$ cat src/hw/join_pkg.sv
/* shared widths and opcodes for the two-lane join stage
   opcodes 6 and 7 are unused and give a zero result with a zero flag */

package join_pkg;

   // operand and result width
   localparam int DATA_W = 16;

   // opcode field width
   localparam int OP_W = 3;

   // lane A word, opcode in the top bits, operand below
   localparam int LANE_A_W = OP_W + DATA_W;

   // lane B word is just the operand
   localparam int LANE_B_W = DATA_W;

   // output word, flag in the top bit, result below
   localparam int RES_W = 1 + DATA_W;

   // join operations
   // add:      flag is the carry out
   // sub:      a minus b, flag is the borrow (a < b unsigned)
   // and, xor: flag always zero
   // min, max: unsigned compare, flag set when b was picked
   //           ties pick a
   typedef enum logic [OP_W-1:0]
   {
      OP_ADD = 3'd0,
      OP_SUB = 3'd1,
      OP_AND = 3'd2,
      OP_XOR = 3'd3,
      OP_MIN = 3'd4,
      OP_MAX = 3'd5
   } join_op_e;

endpackage
$ cat src/hw/join_top.sv
/* two-lane join stage: lane FIFOs, combinational join, output FIFO
   inputs are strict ready/valid; raise yumi_i only while res_v_o is high
   latency from the later accepted operand to res_v_o is 2 cycles */

`timescale 1ns/1ps

module join_top
(
   input  logic                        clk_i,
   input  logic                        reset_i,

   // lane A, opcode plus operand
   input  logic                        a_v_i,
   input  join_pkg::join_op_e          a_op_i,
   input  logic [join_pkg::DATA_W-1:0] a_data_i,
   output logic                        a_ready_o,

   // lane B, operand
   input  logic                        b_v_i,
   input  logic [join_pkg::DATA_W-1:0] b_data_i,
   output logic                        b_ready_o,

   // result, valid/yumi
   output logic                        res_v_o,
   output logic [join_pkg::DATA_W-1:0] res_data_o,
   output logic                        res_flag_o,
   input  logic                        yumi_i
);

   // lane A packing and FIFO head
   logic [join_pkg::LANE_A_W-1:0] lane_a_in;
   logic                          lane_a_v;
   logic [join_pkg::LANE_A_W-1:0] lane_a_data;
   logic                          lane_a_yumi;

   // lane B FIFO head
   logic                          lane_b_v;
   logic [join_pkg::LANE_B_W-1:0] lane_b_data;
   logic                          lane_b_yumi;

   // join to output FIFO
   logic                          res_in_v;
   logic [join_pkg::RES_W-1:0]    res_in_data;
   logic                          res_in_ready;

   // output FIFO head
   logic [join_pkg::RES_W-1:0]    res_out_data;

   // opcode goes in the top bits
   assign lane_a_in = {a_op_i, a_data_i};

   two_fifo #(.width_p(join_pkg::LANE_A_W)) u_lane_a
   (
      .clk_i   (clk_i),
      .reset_i (reset_i),
      .ready_o (a_ready_o),
      .v_i     (a_v_i),
      .data_i  (lane_a_in),
      .v_o     (lane_a_v),
      .data_o  (lane_a_data),
      .yumi_i  (lane_a_yumi)
   );

   two_fifo #(.width_p(join_pkg::LANE_B_W)) u_lane_b
   (
      .clk_i   (clk_i),
      .reset_i (reset_i),
      .ready_o (b_ready_o),
      .v_i     (b_v_i),
      .data_i  (b_data_i),
      .v_o     (lane_b_v),
      .data_o  (lane_b_data),
      .yumi_i  (lane_b_yumi)
   );

   operand_join u_join
   (
      .a_v_i       (lane_a_v),
      .a_data_i    (lane_a_data),
      .a_yumi_o    (lane_a_yumi),
      .b_v_i       (lane_b_v),
      .b_data_i    (lane_b_data),
      .b_yumi_o    (lane_b_yumi),
      .out_ready_i (res_in_ready),
      .out_v_o     (res_in_v),
      .out_data_o  (res_in_data)
   );

   two_fifo #(.width_p(join_pkg::RES_W)) u_res
   (
      .clk_i   (clk_i),
      .reset_i (reset_i),
      .ready_o (res_in_ready),
      .v_i     (res_in_v),
      .data_i  (res_in_data),
      .v_o     (res_v_o),
      .data_o  (res_out_data),
      .yumi_i  (yumi_i)
   );

   // flag sits in the top bit of the result word
   assign res_flag_o = res_out_data[join_pkg::RES_W-1];
   assign res_data_o = res_out_data[join_pkg::DATA_W-1:0];

endmodule

$ cat src/hw/operand_join.sv
/* combinational join of the two lane FIFO heads into one result word
   both lanes are consumed together, only when the output FIFO has room
   unused opcodes produce zero with a clear flag */

`timescale 1ns/1ps

module operand_join
(
   // lane A head, opcode and operand
   input  logic                          a_v_i,
   input  logic [join_pkg::LANE_A_W-1:0] a_data_i,
   output logic                          a_yumi_o,

   // lane B head, operand only
   input  logic                          b_v_i,
   input  logic [join_pkg::LANE_B_W-1:0] b_data_i,
   output logic                          b_yumi_o,

   // output FIFO enqueue side
   input  logic                          out_ready_i,
   output logic                          out_v_o,
   output logic [join_pkg::RES_W-1:0]    out_data_o
);

   // single fire condition for the whole stage
   logic fire;

   // unpacked head fields
   join_pkg::join_op_e              op;
   logic [join_pkg::DATA_W-1:0]     opa;
   logic [join_pkg::DATA_W-1:0]     opb;

   // wide arithmetic, top bit is carry or borrow
   logic [join_pkg::DATA_W:0]       sum;
   logic [join_pkg::DATA_W:0]       diff;

   // unsigned compares for min and max
   logic                            b_lt_a;
   logic                            a_lt_b;

   // computed result
   logic [join_pkg::DATA_W-1:0]     result;
   logic                            flag;

   // pair only when both heads are there and the output can take it
   assign fire = a_v_i & b_v_i & out_ready_i;

   assign a_yumi_o = fire;
   assign b_yumi_o = fire;
   assign out_v_o  = fire;

   // lane A word has the opcode on top
   assign op  = join_pkg::join_op_e'(a_data_i[join_pkg::LANE_A_W-1 -: join_pkg::OP_W]);
   assign opa = a_data_i[join_pkg::DATA_W-1:0];
   assign opb = b_data_i;

   assign sum  = {1'b0, opa} + {1'b0, opb};
   // borrow lands in the top bit exactly when a < b
   assign diff = {1'b0, opa} - {1'b0, opb};

   assign b_lt_a = (opb < opa);
   assign a_lt_b = (opa < opb);

   always_comb
   begin
      result = '0;
      flag   = 1'b0;
      case (op)
         join_pkg::OP_ADD:
         begin
            result = sum[join_pkg::DATA_W-1:0];
            flag   = sum[join_pkg::DATA_W];
         end
         join_pkg::OP_SUB:
         begin
            result = diff[join_pkg::DATA_W-1:0];
            flag   = diff[join_pkg::DATA_W];
         end
         join_pkg::OP_AND:
         begin
            result = opa & opb;
         end
         join_pkg::OP_XOR:
         begin
            result = opa ^ opb;
         end
         join_pkg::OP_MIN:
         begin
            // b only when strictly smaller, ties keep a
            result = b_lt_a ? opb : opa;
            flag   = b_lt_a;
         end
         join_pkg::OP_MAX:
         begin
            // b only when strictly larger
            result = a_lt_b ? opb : opa;
            flag   = a_lt_b;
         end
         default:
         begin
            result = '0;
            flag   = 1'b0;
         end
      endcase
   end

   // flag on top of the result
   assign out_data_o = {flag, result};

endmodule

$ cat src/hw/two_fifo.sv
/* two-entry FIFO, ready/valid on the input and valid/yumi on the output
   yumi_i must only be raised while v_o is high; no enqueue while full
   ready_o and v_o come straight from flops */

`timescale 1ns/1ps

module two_fifo
#(
   parameter int width_p = 8
)
(
   input  logic               clk_i,
   input  logic               reset_i,

   // input side
   output logic               ready_o,
   input  logic               v_i,
   input  logic [width_p-1:0] data_i,

   // output side
   output logic               v_o,
   output logic [width_p-1:0] data_o,
   input  logic               yumi_i
);

   // storage, no reset on the payload
   logic [width_p-1:0] mem_r [2];

   // one-bit pointers, a toggle advances them
   logic head_r;
   logic tail_r;

   // registered status
   logic empty_r;
   logic full_r;

   // handshakes
   logic enq;
   logic deq;

   // transfer only when not full, so a valid held on full is ignored
   assign enq = v_i & ~full_r;

   // consumer takes the head on yumi
   assign deq = yumi_i;

   assign ready_o = ~full_r;
   assign v_o     = ~empty_r;

   // head word drives the output directly
   assign data_o = mem_r[head_r];

   // write port
   always_ff @(posedge clk_i)
   begin
      if (enq)
      begin
         mem_r[tail_r] <= data_i;
      end
   end

   // pointers
   always_ff @(posedge clk_i)
   begin
      if (reset_i)
      begin
         head_r <= 1'b0;
         tail_r <= 1'b0;
      end
      else
      begin
         if (enq)
         begin
            tail_r <= ~tail_r;
         end
         if (deq)
         begin
            head_r <= ~head_r;
         end
      end
   end

   // status flags
   // with only two entries the next-state terms reduce to a few gates
   always_ff @(posedge clk_i)
   begin
      if (reset_i)
      begin
         empty_r <= 1'b1;
         full_r  <= 1'b0;
      end
      else
      begin
         // stays empty with no enqueue, or drops to empty when the
         // single entry leaves and nothing arrives
         empty_r <= (empty_r & ~enq)
                  | (~full_r & deq & ~enq);

         // fills from one entry on enqueue alone, holds while no dequeue
         full_r  <= (~empty_r & enq & ~deq)
                  | (full_r & ~deq);
      end
   end

endmodule

$ cat config.mk
export PLATFORM = sky130hd
export DESIGN_NAME = join_top
export DESIGN_NICKNAME = d
export VERILOG_FILES = /design/src/hw/join_pkg.sv /design/src/hw/join_top.sv /design/src/hw/operand_join.sv /design/src/hw/two_fifo.sv
export SDC_FILE = /design/constraint.sdc
export NUM_CORES = 1
export LEC_CHECK = 0
export BUFFER_PORTS_ARGS = -buffer_cell sky130_fd_sc_hd__buf_2
export CAP_MARGIN = 10
export CORE_MARGIN = 4
export CORE_UTILIZATION = 59
export CTS_BUF_LIST = sky130_fd_sc_hd__clkbuf_16
export DETAILED_ROUTE_END_ITERATION = 10
export PLACE_DENSITY = 0.79
export REMOVE_ABC_BUFFERS = 1
export SLEW_MARGIN = 20
export SYNTH_ARGS = -nofsm -noshare
export SYNTH_HDL_FRONTEND = slang
export SYNTH_SLANG_ARGS = --single-unit
$ cat constraint.sdc
create_clock -name clk_i -period 10.9 [get_ports clk_i]
set_input_delay 1.09 -clock clk_i [delete_from_list [all_inputs] [get_ports clk_i]]
set_output_delay 1.09 -clock clk_i [all_outputs]
set_load 0.01 [all_outputs]
==> results.md <==
- Status: complete, no violations
- Final Critical Period: 4.37 ns
- Utilization after layout: 0.692
- Fin area: 7530 sq um
- Die area: 13000 sq um
- Worst Path Max Fanout: 21
- TritonCTS buffer count: 17
- Peak per-stage delay on the critical path: 0.74 ns
- GP Congestion: 0.913
- FF-to-FF End: u_res.mem_r[1][11]
- Register bit count reported by yosys: 119
- H-tree depth: 4
- Register-to-Register Path Depth: 10
- Distinct cells, synth: 67
- CP Buf/Inv Count: 1
- Clk buf depth: 2
- Mapped Area: 6610 sq um
- Setup repair bufs after CTS: 0
- Hold Startpoint: u_lane_b.full_r
- Post-synthesis mux area share: 0.0946
- Most frequent cells in the layout: edfxtp_1 (104), buf_2 (59), nor2_1 (54)
- Cells after synthesis: 568
- Num rows: 38
- Iter 0 DRT Violations: 429
- Port Buf Inserts: 59
- Routed length per instance: 20.9 um
- Post-CTS resize count: 0
- Data arrival, critical path: 4.60 ns
- Peak Freq: 229 MHz
- Power Density: 188 nW/um^2
- Vias in the first global route: 4832
- Peak supply drop: 144 uV
- Max-cap violations: 0
- Combinational share of power: 0.242
- Worst path slowest cell: o2bb2ai_2
- Post-synth EDFFs: 104
- GRT overflow: 0
- HPWL after DPL: 11.4 mm
- Final worst slack: 6.53 ns
- Worst-Skew Late Latency: 0.42 ns
- Predominant post-synthesis flop cell: edfxtp_1
- Pre-CTS setup slack: 6.67 ns
- Hold WS: 0.526 ns
- Horiz. Die Dim: 114 um
- Largest net degree at the start of global routing: 22
- Setup TNS: 0 ns
- RSZ-0062 raised after global routing: false
- Critical path cell sequence: buf_4, mux2_2, ha_1, and3_1, nand2_1, nor4_1, a211oi_4, o2bb2ai_2, a222oi_1, o211ai_1
- Synth Area in Adders: 0.0666
- Die height: 114 um
- Synthesis-to-finish area growth: 14.0%
- GRT Total Usage: 0.262
- CTS root buf: clkbuf_16
- Final #Nets: 699
- N_diodes: 0
- Seq/Total Area, Yosys: 0.518
- I/O pin cnt: 60
- CP Launch Type: flop
- Synth Area in XOR/XNOR: 0.0159
- Vias/cell: 6.23
- Ys Warns: 0
- Net Sw Frac: 0.310
- Fin crit share: 0.401
- Reg clk slew, reported paths: 0.06 ns
- Internal power: 0.975 mW
- Simple-Gate Fraction of Synth Area: 0.100
- CTS Hold Bufs: 0
- WHS Endpoint: u_lane_b.full_r
- Clock Skews: 0.0130 ns
- Drt pass-1 iters: 8
- Antenna violations before repair: 0
- Antenna-violating nets left: 0
- CTS sink count: 119
- Placed Area: 6990 sq um
- Worst-Margin Slew: 1.11 ns
- First-pass GRT wire length: 25.7 mm
- Layout cell share with drive strength beyond 1: 0.252
- Endpoint class of the critical path: flop
- Commonest non-fill, non-tap cell in the layout: edfxtp_1
- CORE AREA: 10900 sq um
- Reg2reg setup slack: 6.53 ns
- Static leakage: 2.89 nW
- Routed WL: 16.2 mm
- Initial Util: 0.607
- Clock Power Share: 0.368
- Via Count: 4850
- Switching power total: 0.438 mW
- Worst hold path class: flop to flop
- CTS tree: yes
- Number of fill cells: 776
- Main combinational cell family by area after synthesis: compound AO/OA/AOI/OAI gates
- DRC: 0
- Slew Limit Headroom: 0.254
- Post-synth ARST share: 0
- WP data required: 11.14 ns
- Reg power frac: 0.390
- Count of pins over their slew limit: 0
- Compound-gate portion of the synthesized area: 0.166
- Final setup violation count: 0
- CP top delay family: compound AO/OA/AOI/OAI gates
- Synth Area per Inst: 11.6 sq um
- Worst hold path stage count: 2
- Endpoints failing hold: 0
- Setup CP Type: flop to flop
worst reg2reg max path, cell delays in order, from the launching register on:
cell,delay [ns]
dfxtp_1,0.64
buf_4,0.36
mux2_2,0.41
ha_1,0.59
and3_1,0.25
nand2_1,0.07
nor4_1,0.57
a211oi_4,0.10
o2bb2ai_2,0.74
a222oi_1,0.29
o211ai_1,0.17
cell type report:
class	instances	area [sq um]	area share
timing repair buffer	64	333	0.0442
inverter	33	124	0.0164
multi-input combinational	390	2940	0.390
tap	140	175	0.0232
clock buffer	17	425	0.0565
clock inverter	15	115	0.0153
sequential	119	3420	0.454
stage by stage:
| stage | power, mW | std cells |
|---|---|---|
| 5_1_grt | 1.47 | 778 |
| 3_5_place_dp | 0.892 | 746 |
| 2_1_floorplan | 0.796 | 542 |
| 3_3_place_gp | 0.886 | 746 |
| 4_1_cts | 1.41 | 778 |
| 6_report | 1.41 | 778 |
per-layer routing:
layer | wire length, um | up-vias | global-route usage
met1 | 6960 | 2294 | 0.357
li1 | - | 2274 | -
met2 | 7490 | 240 | 0.416
met3 | 1430 | 42 | 0.0515
met5 | 0 | - | 0
met4 | 346 | 0 | 0.104
synthesized netlist by cell type (3+ instances only):
library cell  instances  area, sq um
mux2i_1               7         70.1
o31ai_1               3         22.5
buf_2                 9         45.0
ha_1                 32          400
xor2_1                5         43.8
mux2_2               48          541
a221oi_1              8         70.1
a221oi_2              3         45.0
nor2_1               54          203
a211oi_1              5         37.5
nand4_1               3         18.8
a221o_1               5         50.1
o21ai_0              20          100
clkbuf_1             10         37.5
a21o_1               14          105
inv_1                33          124
nand2b_1              5         31.3
a31oi_1               5         31.3
a22oi_1               3         22.5
o21ai_1               5         25.0
o21a_1                4         30.0
nor3_1               10         50.1
xnor2_1               7         61.3
and3_1                6         37.5
a21oi_1              32          160
dfxtp_1              15          300
nor4_1                3         18.8
nand3_1               9         45.0
a222oi_1              5         50.1
buf_1                 3         11.3
edfxtp_1            104         3120
nand2_1              31          116
nor2b_1               6         37.5
o211ai_1              4         30.0
o21bai_1              6         45.0
o22ai_1               4         25.0
a32oi_1               3         26.3
flip-flops by register name, indices dropped and copies added (netlist names), named ones only:
signal	flops
u_lane_b.mem_r	32
u_res.full_r	1
u_lane_b.full_r	1
u_lane_a.empty_r	1
u_res.tail_r	1
u_lane_a.head_r	1
u_lane_b.empty_r	1
u_lane_a.tail_r	1
u_res.empty_r	1
u_res.head_r	1
u_lane_a.full_r	1
u_lane_a.mem_r	38
u_lane_b.tail_r	1
u_lane_b.head_r	1
u_res.mem_r	34
power by group through the flow:
| stage | sequential (mW) | clock (mW) | combinational, mW |
|---|---|---|---|
| 6_report | 0.551 | 0.520 | 0.342 |
| 5_1_grt | 0.554 | 0.547 | 0.373 |
| 4_1_cts | 0.551 | 0.520 | 0.334 |
| 3_5_place_dp | 0.560 | 0 | 0.332 |
| 3_3_place_gp | 0.558 | 0 | 0.328 |
| 2_1_floorplan | 0.557 | 0 | 0.239 |
logic make-up (layout without fill, tap and decap cells):
group | count (synthesis) | count (layout)
buffers and inverters | 59 | 129
XOR/XNOR | 12 | 12
AO/OA/AOI/OAI | 149 | 149
multiplexers | 56 | 56
AND/OR/NAND/NOR | 139 | 139
flip-flops | 119 | 119
adder cells (fa/ha/maj) | 34 | 34
worst max path at each step:
stage / from / end / slack, ns / cells after the start
final: flop / u_res.mem_r[1][11] / 6.53 / 10
after floorplan: flop / u_res.mem_r[0][12] / 7.04 / 10
after detailed placement: flop / u_res.mem_r[0][13] / 6.67 / 11
after global routing: flop / u_res.mem_r[1][11] / 6.18 / 10
after CTS: flop / u_res.mem_r[1][11] / 6.62 / 10
after global placement: flop / u_res.mem_r[0][13] / 6.66 / 11
Note: power is estimated with default switching activity, not from simulation.
